[src/include/decode_cfg.svh]
////////////////////
// Decode and issue configuration for the RV32IM subset.
// Unit indices must stay distinct and below DEC_NUM_UNITS.
// DEC_USE_MUL = 0 makes every M-extension encoding illegal.
////////////////////

`ifndef DECODE_CFG_SVH
`define DECODE_CFG_SVH

////////////////////
// Datapath
////////////////////

// Register data and PC width
`define DEC_XLEN 32

////////////////////
// Execution units
////////////////////

`define DEC_NUM_UNITS 4

// Bit positions in the issue, request and ready vectors
`define DEC_ALU_ID 0
`define DEC_LS_ID  1
`define DEC_BR_ID  2
`define DEC_MUL_ID 3

// Multiply unit present
`define DEC_USE_MUL 1

`endif
[src/hdl/decode_pkg.sv]
////////////////////
// Opcode encoding and unit payload types.
// Payload widths follow DEC_XLEN from the config header.
////////////////////

`include "decode_cfg.svh"

package decode_pkg;

    ////////////////////
    // Major opcodes, instruction bits 6:2
    ////////////////////
    typedef enum logic [4:0] {
        LOAD      = 5'b00000,
        ARITH_IMM = 5'b00100,
        AUIPC     = 5'b00101,
        STORE     = 5'b01000,
        ARITH     = 5'b01100,
        LUI       = 5'b01101,
        BRANCH    = 5'b11000,
        JALR      = 5'b11001,
        JAL       = 5'b11011
    } opcode_trim_t;

    ////////////////////
    // Unit payloads
    ////////////////////

    // Operands carry one extra sign bit for compares
    typedef struct packed {
        logic [`DEC_XLEN:0] in1;
        logic [`DEC_XLEN:0] in2;
        logic               subtract;
        logic               arith_shift;
        logic [2:0]         fn3;
    } alu_inputs_t;

    // op is fn3[1:0]: MUL, MULH, MULHSU, MULHU
    typedef struct packed {
        logic [`DEC_XLEN-1:0] rs1;
        logic [`DEC_XLEN-1:0] rs2;
        logic [1:0]           op;
    } mul_inputs_t;

    typedef struct packed {
        logic                 spare;
        logic [`DEC_XLEN-1:0] address;
        logic [`DEC_XLEN-1:0] store_data;
        logic [2:0]           fn3;
        logic                 load;
        logic                 store;
    } ls_inputs_t;

    typedef struct packed {
        logic [1:0]           spare;
        logic [`DEC_XLEN-1:0] rs1;
        logic [`DEC_XLEN-1:0] rs2;
        logic [`DEC_XLEN-1:0] pc;
        logic [2:0]           fn3;
        logic                 use_signed;
        logic                 jal;
        logic                 jalr;
    } branch_inputs_t;

endpackage

[src/hdl/decode_stage.sv]
////////////////////
// Decode and issue stage, one instruction per cycle at most.
// Fetch must hold instruction and pc stable until pop.
// Unit requests and payloads are registered, pop is not.
////////////////////

`timescale 1ns/1ps
`include "decode_cfg.svh"

module decode_stage import decode_pkg::*; (
    input  logic                 clk,
    input  logic                 rst,

    // Fetch buffer
    input  logic                 fb_valid,
    input  logic [`DEC_XLEN-1:0] instruction,
    input  logic [`DEC_XLEN-1:0] pc,
    output logic                 pop,

    // Register file
    output logic [4:0]           rs1_addr,
    output logic [4:0]           rs2_addr,
    input  logic [`DEC_XLEN-1:0] rs1_data,
    input  logic [`DEC_XLEN-1:0] rs2_data,
    input  logic                 rs1_conflict,
    input  logic                 rs2_conflict,

    // Unit readiness
    input  logic                 alu_ready,
    input  logic                 ls_ready,
    input  logic                 br_ready,
    input  logic                 mul_ready,

    // Unit requests
    output logic                 alu_request,
    output alu_inputs_t          alu_inputs,
    output logic                 ls_request,
    output ls_inputs_t           ls_inputs,
    output logic                 br_request,
    output branch_inputs_t       br_inputs,
    output logic                 mul_request,
    output mul_inputs_t          mul_inputs,

    output logic                 illegal_instruction,
    output logic                 issued_rd,
    output logic [4:0]           rd_addr
);

    logic [`DEC_NUM_UNITS-1:0] issue;

    alu_inputs_t    alu_payload;
    ls_inputs_t     ls_payload;
    branch_inputs_t br_payload;
    mul_inputs_t    mul_payload;

    assign rs1_addr = instruction[19:15];
    assign rs2_addr = instruction[24:20];
    assign rd_addr = instruction[11:7];

    ////////////////////
    // Issue decision
    ////////////////////
    issue_select u_issue_select (
        .fb_valid            (fb_valid),
        .instruction         (instruction),
        .rs1_conflict        (rs1_conflict),
        .rs2_conflict        (rs2_conflict),
        .alu_ready           (alu_ready),
        .ls_ready            (ls_ready),
        .br_ready            (br_ready),
        .mul_ready           (mul_ready),
        .issue               (issue),
        .pop                 (pop),
        .illegal_instruction (illegal_instruction),
        .issued_rd           (issued_rd)
    );

    ////////////////////
    // Payload construction
    ////////////////////
    arith_operand_gen u_arith_operand_gen (
        .instruction (instruction),
        .pc          (pc),
        .rs1_data    (rs1_data),
        .rs2_data    (rs2_data),
        .alu_payload (alu_payload),
        .mul_payload (mul_payload)
    );

    mem_branch_operand_gen u_mem_branch_operand_gen (
        .instruction (instruction),
        .pc          (pc),
        .rs1_data    (rs1_data),
        .rs2_data    (rs2_data),
        .ls_payload  (ls_payload),
        .br_payload  (br_payload)
    );

    ////////////////////
    // Unit issue registers
    ////////////////////
    unit_issue_reg #(.payload_t(alu_inputs_t)) u_alu_reg (
        .clk         (clk),
        .rst         (rst),
        .issue       (issue[`DEC_ALU_ID]),
        .payload_in  (alu_payload),
        .new_request (alu_request),
        .payload_out (alu_inputs)
    );

    unit_issue_reg #(.payload_t(ls_inputs_t)) u_ls_reg (
        .clk         (clk),
        .rst         (rst),
        .issue       (issue[`DEC_LS_ID]),
        .payload_in  (ls_payload),
        .new_request (ls_request),
        .payload_out (ls_inputs)
    );

    unit_issue_reg #(.payload_t(branch_inputs_t)) u_br_reg (
        .clk         (clk),
        .rst         (rst),
        .issue       (issue[`DEC_BR_ID]),
        .payload_in  (br_payload),
        .new_request (br_request),
        .payload_out (br_inputs)
    );

    unit_issue_reg #(.payload_t(mul_inputs_t)) u_mul_reg (
        .clk         (clk),
        .rst         (rst),
        .issue       (issue[`DEC_MUL_ID]),
        .payload_in  (mul_payload),
        .new_request (mul_request),
        .payload_out (mul_inputs)
    );

endmodule

[src/hdl/unit_issue_reg.sv]
////////////////////
// Per-unit issue register, request one cycle after issue.
// Payload holds until the next issue to the same unit.
////////////////////

`timescale 1ns/1ps

module unit_issue_reg #(
    parameter type payload_t = logic [31:0]
) (
    input  logic     clk,
    input  logic     rst,
    input  logic     issue,
    input  payload_t payload_in,
    output logic     new_request,
    output payload_t payload_out
);

    always_ff @(posedge clk) begin
        if (rst) begin
            new_request <= 1'b0;
        end else begin
            new_request <= issue;
        end
    end

    always_ff @(posedge clk) begin
        if (issue) begin
            payload_out <= payload_in;
        end
    end

endmodule

[src/hdl/mem_branch_operand_gen.sv]
////////////////////
// Load/store and branch payloads.
// Address is computed here, the LS unit does no add.
////////////////////

`timescale 1ns/1ps
`include "decode_cfg.svh"

module mem_branch_operand_gen import decode_pkg::*; (
    input  logic [`DEC_XLEN-1:0] instruction,
    input  logic [`DEC_XLEN-1:0] pc,
    input  logic [`DEC_XLEN-1:0] rs1_data,
    input  logic [`DEC_XLEN-1:0] rs2_data,
    output ls_inputs_t           ls_payload,
    output branch_inputs_t       br_payload
);

    localparam int XLEN = `DEC_XLEN;

    opcode_trim_t opcode;
    logic [2:0] fn3;
    logic [11:0] ls_offset;

    assign opcode = opcode_trim_t'(instruction[6:2]);
    assign fn3 = instruction[14:12];

    ////////////////////
    // Load/store
    ////////////////////

    // Bit 5 separates STORE (S form) from LOAD (I form)
    assign ls_offset = instruction[5] ? {instruction[31:25], instruction[11:7]} :
        instruction[31:20];

    assign ls_payload.address = rs1_data + XLEN'(signed'(ls_offset));
    assign ls_payload.store_data = rs2_data;
    assign ls_payload.fn3 = fn3;
    assign ls_payload.load = (opcode == LOAD);
    assign ls_payload.store = (opcode == STORE);
    assign ls_payload.spare = '0;

    ////////////////////
    // Branch and jump
    ////////////////////
    assign br_payload.rs1 = rs1_data;
    assign br_payload.rs2 = rs2_data;
    assign br_payload.pc = pc;
    assign br_payload.fn3 = fn3;
    // BLTU and BGEU
    assign br_payload.use_signed = !(fn3 inside {3'b110, 3'b111});
    assign br_payload.jal = (opcode == JAL);
    assign br_payload.jalr = (opcode == JALR);
    assign br_payload.spare = '0;

endmodule

[src/hdl/arith_operand_gen.sv]
////////////////////
// ALU and multiply operand payloads.
// Output is only meaningful for ALU and multiply opcodes.
////////////////////

`timescale 1ns/1ps
`include "decode_cfg.svh"

module arith_operand_gen import decode_pkg::*; (
    input  logic [`DEC_XLEN-1:0] instruction,
    input  logic [`DEC_XLEN-1:0] pc,
    input  logic [`DEC_XLEN-1:0] rs1_data,
    input  logic [`DEC_XLEN-1:0] rs2_data,
    output alu_inputs_t          alu_payload,
    output mul_inputs_t          mul_payload
);

    localparam int XLEN = `DEC_XLEN;

    opcode_trim_t opcode;
    logic [2:0] fn3;
    logic [XLEN-1:0] op1;
    logic [XLEN-1:0] op2;
    logic unsigned_cmp;

    assign opcode = opcode_trim_t'(instruction[6:2]);
    assign fn3 = instruction[14:12];

    ////////////////////
    // ALU operand sources
    ////////////////////
    always_comb begin
        case (opcode)
            LUI: op1 = '0;
            AUIPC, JAL, JALR: op1 = pc;
            default: op1 = rs1_data;
        endcase

        case (opcode)
            LUI, AUIPC: op2 = {instruction[31:12], 12'b0};
            ARITH_IMM: op2 = XLEN'(signed'(instruction[31:20]));
            // Link value pc + 4
            JAL, JALR: op2 = XLEN'(4);
            default: op2 = rs2_data;
        endcase
    end

    // SLTU and SLTIU compare zero-extended
    assign unsigned_cmp = (opcode inside {ARITH, ARITH_IMM}) && (fn3 == 3'b011);

    assign alu_payload.in1 = {op1[XLEN-1] & ~unsigned_cmp, op1};
    assign alu_payload.in2 = {op2[XLEN-1] & ~unsigned_cmp, op2};
    assign alu_payload.subtract = (opcode == ARITH) && instruction[30];
    assign alu_payload.arith_shift = instruction[30];
    assign alu_payload.fn3 = fn3;

    ////////////////////
    // Multiply
    ////////////////////
    assign mul_payload.rs1 = rs1_data;
    assign mul_payload.rs2 = rs2_data;
    assign mul_payload.op = fn3[1:0];

endmodule

[src/hdl/issue_select.sv]
////////////////////
// Unit selection and issue decision, purely combinational.
// Holds while a used operand conflicts or the unit is busy.
// Divide encodings are illegal, no divider is present.
////////////////////

`timescale 1ns/1ps
`include "decode_cfg.svh"

module issue_select import decode_pkg::*; (
    input  logic                      fb_valid,
    input  logic [`DEC_XLEN-1:0]      instruction,
    input  logic                      rs1_conflict,
    input  logic                      rs2_conflict,
    input  logic                      alu_ready,
    input  logic                      ls_ready,
    input  logic                      br_ready,
    input  logic                      mul_ready,
    output logic [`DEC_NUM_UNITS-1:0] issue,
    output logic                      pop,
    output logic                      illegal_instruction,
    output logic                      issued_rd
);

    opcode_trim_t opcode;
    logic [2:0] fn3;
    logic [4:0] rd;
    logic mul_div_op;
    logic known_opcode;
    logic legal;
    logic uses_rs1;
    logic uses_rs2;
    logic uses_rd;
    logic operands_ready;
    logic can_issue;
    logic [`DEC_NUM_UNITS-1:0] unit_request;
    logic [`DEC_NUM_UNITS-1:0] unit_ready;

    assign opcode = opcode_trim_t'(instruction[6:2]);
    assign fn3 = instruction[14:12];
    assign rd = instruction[11:7];
    assign mul_div_op = (opcode == ARITH) && instruction[25];

    ////////////////////
    // Legality
    ////////////////////

    // 32-bit encodings only, so the low opcode bits must be 11
    assign known_opcode = (instruction[1:0] == 2'b11) &&
        (opcode inside {LUI, AUIPC, JAL, JALR, BRANCH, LOAD, STORE, ARITH_IMM, ARITH});

    assign legal = known_opcode && !(mul_div_op && ((`DEC_USE_MUL == 0) || fn3[2]));

    ////////////////////
    // Unit selection
    ////////////////////
    always_comb begin
        unit_request = '0;
        unit_request[`DEC_ALU_ID] = (opcode inside {LUI, AUIPC, ARITH_IMM}) ||
            ((opcode == ARITH) && !instruction[25]);
        unit_request[`DEC_LS_ID] = opcode inside {LOAD, STORE};
        unit_request[`DEC_BR_ID] = opcode inside {BRANCH, JAL, JALR};
        // Divide also lands here but is never legal
        unit_request[`DEC_MUL_ID] = mul_div_op;
    end

    always_comb begin
        unit_ready = '0;
        unit_ready[`DEC_ALU_ID] = alu_ready;
        unit_ready[`DEC_LS_ID] = ls_ready;
        unit_ready[`DEC_BR_ID] = br_ready;
        unit_ready[`DEC_MUL_ID] = mul_ready;
    end

    ////////////////////
    // Operand hazards
    ////////////////////
    assign uses_rs1 = !(opcode inside {LUI, AUIPC, JAL});
    assign uses_rs2 = opcode inside {BRANCH, STORE, ARITH};
    assign uses_rd = !(opcode inside {BRANCH, STORE});

    assign operands_ready = !(uses_rs1 && rs1_conflict) && !(uses_rs2 && rs2_conflict);

    ////////////////////
    // Issue
    ////////////////////
    assign can_issue = fb_valid && legal && operands_ready;
    assign issue = {`DEC_NUM_UNITS{can_issue}} & unit_request & unit_ready;
    assign pop = |issue;

    // Never popped, fetch side has to drop it
    assign illegal_instruction = fb_valid && !legal;

    // x0 writes need no scoreboard entry
    assign issued_rd = pop && uses_rd && (rd != 5'd0);

endmodule

[config.mk]
export PLATFORM = sky130hd
export DESIGN_NAME = decode_stage
export DESIGN_NICKNAME = d
export VERILOG_FILES = /design/src/hdl/decode_pkg.sv /design/src/hdl/decode_stage.sv /design/src/hdl/unit_issue_reg.sv /design/src/hdl/mem_branch_operand_gen.sv /design/src/hdl/arith_operand_gen.sv /design/src/hdl/issue_select.sv
export VERILOG_INCLUDE_DIRS = /design/src /design/src/include
export SDC_FILE = /design/constraint.sdc
export NUM_CORES = 1
export LEC_CHECK = 0
export BUFFER_PORTS_ARGS = -buffer_cell sky130_fd_sc_hd__buf_4
export CAP_MARGIN = 20
export CORE_AREA = 2 2 183 185
export DETAILED_ROUTE_END_ITERATION = 8
export DIE_AREA = 0 0 185 187
export PLACE_DENSITY = 0.8
export SLEW_MARGIN = 20
export SYNTH_ARGS = -nofsm -noshare
export SYNTH_HDL_FRONTEND = slang
export SYNTH_HIERARCHICAL = 1
export SYNTH_SLANG_ARGS = --single-unit
[constraint.sdc]
create_clock -name clk -period 5.6 [get_ports clk]
set_input_delay 0.28 -clock clk [delete_from_list [all_inputs] [get_ports clk]]
set_output_delay 0.28 -clock clk [all_outputs]
set_load 0.1 [all_outputs]
# [Yosys cells after proc, flatten, opt, wreduce, memory -nomap -nowiden]
# Index checks and enable logic that the tools add are counted.
[word_totals] regBits=312 inputBits=137 output_inout_bits=333 elab_cells=84
[op_classes] add_sub_neg=1 eq_ne=12 n_mux=3 n_bitwise=5 reduce_logical=39
[ops] operator="$pmux 32 s3" count=1
[ops] operator="$pmux 32 s2" count=1
[ops] operator="$add 32x32->32" count=1
[ops] operator="$eq 5x4->1 const B" count=3
[ops] operator="$eq 5x5->1 const B" count=3
[ops] operator="$logic_and 1x1->1" count=15
[ops] operator="$reduce_bool 3->1" count=4
[ops] operator="$eq 5x3->1 const B" count=2
[ops] operator="$reduce_bool 9->1" count=1
[ops] operator="$and 4x4->4" count=2
[ops] operator="$logic_not 1->1" count=8
[ops] operator="$reduce_bool 2->1" count=4
[ops] operator="$eq 3x3->1 const B" count=2
[ops] operator="$logic_not 5->1" count=1
[ops] operator="$mux 5" count=1
[ops] operator="$reduce_bool 5->1" count=1
[ops] operator="$reduce_or 2->1" count=2
[ops] operator="$reduce_or 4->1" count=1
[ops] operator="$eq 3x2->1 const B" count=1
[ops] operator="$reduce_or 3->1" count=1
[ops] operator="$and 1x1->1" count=2
[ops] operator="$eq 2x2->1 const B" count=1
[ops] operator="$logic_or 1x1->1" count=1
[ops] operator="$not 1->1" count=1

# [Longest topological paths before layout]
[depth] ltp_word=12 ltp_mapped=11

# [Cells and area by module]
# The synthesis kept the hierarchy.
[by_module_without_submodules] module="unit_issue_reg at u_br_reg" instances=1 cells_per_inst=106 area_per_inst_um2=3156.8 seq_area_each_um2=3143.0
[by_module_without_submodules] module="mem_branch_operand_gen" instances=1 cells_per_inst=380 area_per_inst_um2=2781.4 seq_area_each_um2=0.0
[by_module_without_submodules] module="unit_issue_reg at u_alu_reg" instances=1 cells_per_inst=73 area_per_inst_um2=2165.8 seq_area_each_um2=2152.1
[by_module_without_submodules] module="unit_issue_reg at u_ls_reg" instances=1 cells_per_inst=72 area_per_inst_um2=2135.8 seq_area_each_um2=2122.0
[by_module_without_submodules] module="unit_issue_reg at u_mul_reg" instances=1 cells_per_inst=68 area_per_inst_um2=2015.7 seq_area_each_um2=2001.9
[by_module_without_submodules] module="arith_operand_gen" instances=1 cells_per_inst=175 area_per_inst_um2=1425.1 seq_area_each_um2=0.0
[by_module_without_submodules] module="issue_select" instances=1 cells_per_inst=36 area_per_inst_um2=251.5 seq_area_each_um2=0.0
[by_module_without_submodules] module="decode_stage" instances=1 cells_per_inst=15 area_per_inst_um2=112.6 seq_area_each_um2=0.0

# [Worst setup path before layout]
# OpenSTA, ideal clock, no wires.
[synth_path] path_type="input to register" from="input rs2_conflict" to="register u_br_reg.new_request" setup_ns=0.087 arrival_time_ns=6.032 required_ns=5.513 setup_slack_ns=-0.518 stages=5 cell_sequence="and2_1 a311oi_2 nand4_4 nor2_1 nor2b_4"
[synth_via] elab_chain_len=6
[synth_lines] item="from (decl)" line="decode_stage.sv:26" source="input logic rs2_conflict,"
[synth_lines] item="$logic_and 1x1->1" line="issue_select.sv:82" source="assign operands_ready = !(uses_rs1 && rs1_conflict) && !(uses_rs2 && rs2_conflict);"
[synth_lines] item="$logic_not 1->1" line="issue_select.sv:82"
[synth_lines] item="$logic_and 1x1->1" line="issue_select.sv:82"
[synth_lines] item="$logic_and 1x1->1" line="issue_select.sv:87" source="assign can_issue = fb_valid && legal && operands_ready;"
[synth_lines] item="$and 4x4->4 (2 in a row)" line="issue_select.sv:88" source="assign issue = {`DEC_NUM_UNITS{can_issue}} & unit_request & unit_ready;"
[synth_lines] item="via issue[2]" line="decode_stage.sv:49" source="logic [`DEC_NUM_UNITS-1:0] issue;"
[synth_lines] item="to (signal assigned)" line="unit_issue_reg.sv:23" source="new_request <= issue;"
[synth_lines] item="to (decl)" line="unit_issue_reg.sv:15" source="output logic new_request,"
# The timed path passes the listed nets, and every way through them passes these cells.
# A chain may end at the register's enable or synchronous reset.

==> impl_metrics.py <==
metrics = {
    "run_status": {
        "run_status": "finished, final reports clean",
    },
    "drt": {
        "detail_route.wl_per_cell_microns": 22.5,
        "first_iter_violations": 637,
        "drc": 0,
        "vias": 8900,
        "wl_microns": 39800,
        "route.antenna.remaining_nets": 0,
        "viasPerCell": 5.04,
        "drtPass1Iterations": 5,
    },
    "logic_synthesis": {
        "leading_post_synthesis_cells_by_cell_area": "sky130_fd_sc_hd__edfxtp_1 66%, sky130_fd_sc_hd__buf_4 12%, sky130_fd_sc_hd__ha_1 2.8%",
        "postSynthAreaPerCell_sq_um": 15.2,
        "yosys_register_bits": 315,
        "post_synth_inst_count": 925,
        "seq_area_frac_synth": 0.671,
        "syn_area_sq_um": 14000,
        "async_flop_share": 0,
        "post_synth_num_cell_types": 81,
        "synthDominantAreaCellType": "sky130_fd_sc_hd__edfxtp_1",
        "count_of_synthesis_stage_warnings_from_yosys": 6,
        "synth.top_cell.area_share": 0.665,
        "synth-edff-count": 311,
        "synth-main-ff-cell": "sky130_fd_sc_hd__edfxtp_1",
    },
    "die": {
        "rows": 67,
        "floorplan.io_pins": 470,
        "starting_density_of_the_core": 0.427,
        "die_width_microns": 185,
        "chipHeight_microns": 187,
        "fp.coreArea_sq_um": 32900,
        "die_area_sq_um": 34600,
    },
    "sta": {
        "final_report_setup_violation_count": 0,
        "timing.final.max_slew_violations": 0,
        "finalCritPeriodShare": 0.497,
        "worst_slew_pin_slew_ns": 1.12,
        "rsz_0062_raised_after_global_routing": "no",
        "post-route-min-period_ns": 2.78,
        "fmax_mhz": 359,
        "max_slew_margin": 0.257,
        "finalHoldViolCount": 0,
        "fin_tns_setup_ns": 0,
    },
    "final_layout": {
        "nets": 1461,
        "fin_util": 0.565,
        "post_layout_nonfiller_instances": 1767,
        "syn_to_final_growth_pct": 32.1,
        "drive_above_1_share": 0.449,
        "postLayoutCellArea_sq_um": 18600,
    },
    "worst_setup_path": {
        "cp_max_fo": 19,
        "worst_path_most_repeated_cell": "sky130_fd_sc_hd__o31ai_2",
        "cp_data_arrival_time_ns": 3.03,
        "cp_num_buf_inv": 1,
        "crit_required_ns": 5.85,
        "cp_launch_type": "input port",
        "crit_slowest_cell": "sky130_fd_sc_hd__fa_1",
        "slowest_delay_ns": 0.40,
        "crit_path_cell_trace": "buf_4, mux2_2, ha_1, fa_1, a21o_1, a31oi_1, o31ai_2, a211o_1, a21oi_2, o31ai_2, xnor2_1",
        "cell_family_contributing_the_most_delay_on_the_critical_path": "compound AO/OA/AOI/OAI gates",
        "worstSetupEndpointType": "register",
        "timing.setup.critical_path_class": "in -> reg",
        "critical_path.startpoint": "instruction[5]",
    },
    "grt": {
        "grt_antenna_before_repair": 0,
        "overflow": 0,
        "grt_first_pass_wirelength_microns": 57600,
        "grt_pass1_vias": 9032,
        "grt_util_all_layers": 0.225,
        "grt_max_degree": 64,
    },
    "cts": {
        "clock_sinks": 315,
        "cts_buffers": 34,
        "cts_repair_resize_count": 0,
        "cts_tree": "done",
        "clk_transition_reported_paths_ns": 0.06,
        "ctsRootBufferMaster": "sky130_fd_sc_hd__clkbuf_16",
        "cts_max_level": 2,
        "cts.path.max_buffers": 3,
    },
    "placement": {
        "placed_cells": 1609,
        "port-buffer-count": 469,
        "hpwl_microns": 28400,
        "dpl_cell_area_sq_um": 16500,
        "routabilityCongestion": 0.850,
    },
    "worst_hold_path": {
        "hold_path.startpoint": "rs1_data[3]",
        "worstHoldPathType": "in -> reg",
    },
    "power": {
        "overall_power_consumption_uw": 5460,
        "cellLeakagePower_uw": 0.00725,
        "power_density_nw_per_um2": 295,
        "vdd.ir_drop.worst_mv": 0.245,
    },
    "flow_run": {
        "cap_violations": 0,
    },
}
per-layer routing:
layer | GRT usage | vias to the layer above | wire (microns)
met4 | 0.0815 | 0 | 1420
met2 | 0.400 | 436 | 20600
li1 | - | 4008 | -
met3 | 0.0705 | 80 | 3510
met1 | 0.251 | 4376 | 14300
met5 | 0 | - | 0
per-stage QoR:
stage / worst slack, ns / hold slack (ns)
6_report: 2.82 / 0.0307
3_5_place_dp: 2.32 / 0.470
5_1_grt: 2.67 / 0.0000844
3_3_place_gp: 2.40 / 0.469
2_1_floorplan: 1.00 / 0.344
4_1_cts: 2.87 / 0.000334
final timing paths:
| check | endpoint | slack [ns] | depth (start not counted) |
|---|---|---|---|
| worst max-delay path | u_ls_reg/payload_out[63] | 2.82 | 11 |
| worst min-delay path | u_br_reg/payload_out[73] | 0.03 | 1 |
sequential cells by signal, summed over array words and instances, names as in the netlist:
register / count
u_br_reg/payload_out: 104
u_ls_reg/payload_out: 70
u_alu_reg/new_request: 1
u_alu_reg/payload_out: 71
u_br_reg/new_request: 1
u_mul_reg/new_request: 1
u_ls_reg/new_request: 1
u_mul_reg/payload_out: 66
cell families (layout without fill, tap and decap cells):
| family | count (synthesis) | in the layout | synth area share |
|---|---|---|---|
| buffers and inverters | 254 | 644 | 0.130 |
| other | 1 | 5 | 0.000267 |
| flip-flops | 315 | 315 | 0.671 |
| AO/OA/AOI/OAI | 160 | 160 | 0.0923 |
| multiplexers | 5 | 5 | 0.00401 |
| AND/OR/NAND/NOR | 129 | 129 | 0.0560 |
| XOR/XNOR | 29 | 29 | 0.0181 |
| adder cells (fa/ha/maj) | 32 | 32 | 0.0290 |
power breakdown:
part | switching [uW] | internal (uW)
combinational | 317 | 248
clock | 904 | 1390
sequential | 0.530 | 2610
cell usage in the layout (no fill, tap or decap), types with 5 or more instances in the layout:
cell type,instances
sky130_fd_sc_hd__buf_4,476
sky130_fd_sc_hd__edfxtp_1,311
sky130_fd_sc_hd__dlygate4sd3_1,95
sky130_fd_sc_hd__a22o_1,41
sky130_fd_sc_hd__clkbuf_16,37
sky130_fd_sc_hd__ha_1,31
sky130_fd_sc_hd__nand2_1,30
sky130_fd_sc_hd__a21oi_1,27
sky130_fd_sc_hd__nor2_1,21
sky130_fd_sc_hd__a221o_2,19
sky130_fd_sc_hd__xnor2_1,15
sky130_fd_sc_hd__o21ai_0,14
sky130_fd_sc_hd__xor2_1,14
sky130_fd_sc_hd__a21o_1,13
sky130_fd_sc_hd__nand3_1,12
sky130_fd_sc_hd__inv_1,11
sky130_fd_sc_hd__clkinv_1,6
sky130_fd_sc_hd__clkbuf_1,5
sky130_fd_sc_hd__clkinv_2,5
sky130_fd_sc_hd__nand2b_1,5
sky130_fd_sc_hd__nor3_1,5
sky130_fd_sc_hd__nand4_1,5
sky130_fd_sc_hd__mux2_2,5
sky130_fd_sc_hd__a31oi_1,5
cell type report:
cell class | count | area, sq um
Antenna cell | 2 | 5.00
Clock buffer | 42 | 945
Clock inverter | 19 | 201
Fill cell | 2524 | 14300
Inverter | 12 | 45.0
Multi-Input combinational cell | 358 | 2850
Sequential cell | 315 | 9420
Tap cell | 448 | 561
Timing Repair Buffer | 571 | 4520
repair_timing:
action	4_1_cts	5_1_grt
endpoints found under the setup margin	0	0
endpoints found under the hold margin	192	2
setup buffers	0	0
hold buffers	94	1
cell usage after synthesis, types with 5 or more instances:
master / number
sky130_fd_sc_hd__a31oi_1: 5
sky130_fd_sc_hd__buf_4: 225
sky130_fd_sc_hd__clkbuf_1: 9
sky130_fd_sc_hd__a21o_1: 13
sky130_fd_sc_hd__o21ai_0: 14
sky130_fd_sc_hd__a221o_2: 19
sky130_fd_sc_hd__a22o_1: 41
sky130_fd_sc_hd__inv_1: 11
sky130_fd_sc_hd__buf_2: 6
sky130_fd_sc_hd__mux2_2: 5
sky130_fd_sc_hd__nor3_1: 6
sky130_fd_sc_hd__xnor2_1: 15
sky130_fd_sc_hd__xor2_1: 14
sky130_fd_sc_hd__nand2_1: 30
sky130_fd_sc_hd__nand2b_1: 5
sky130_fd_sc_hd__edfxtp_1: 311
sky130_fd_sc_hd__nor2_1: 25
sky130_fd_sc_hd__a21oi_1: 27
sky130_fd_sc_hd__ha_1: 31
sky130_fd_sc_hd__nand4_1: 5
sky130_fd_sc_hd__nand3_1: 12
Power figures use the tool's default switching activity.
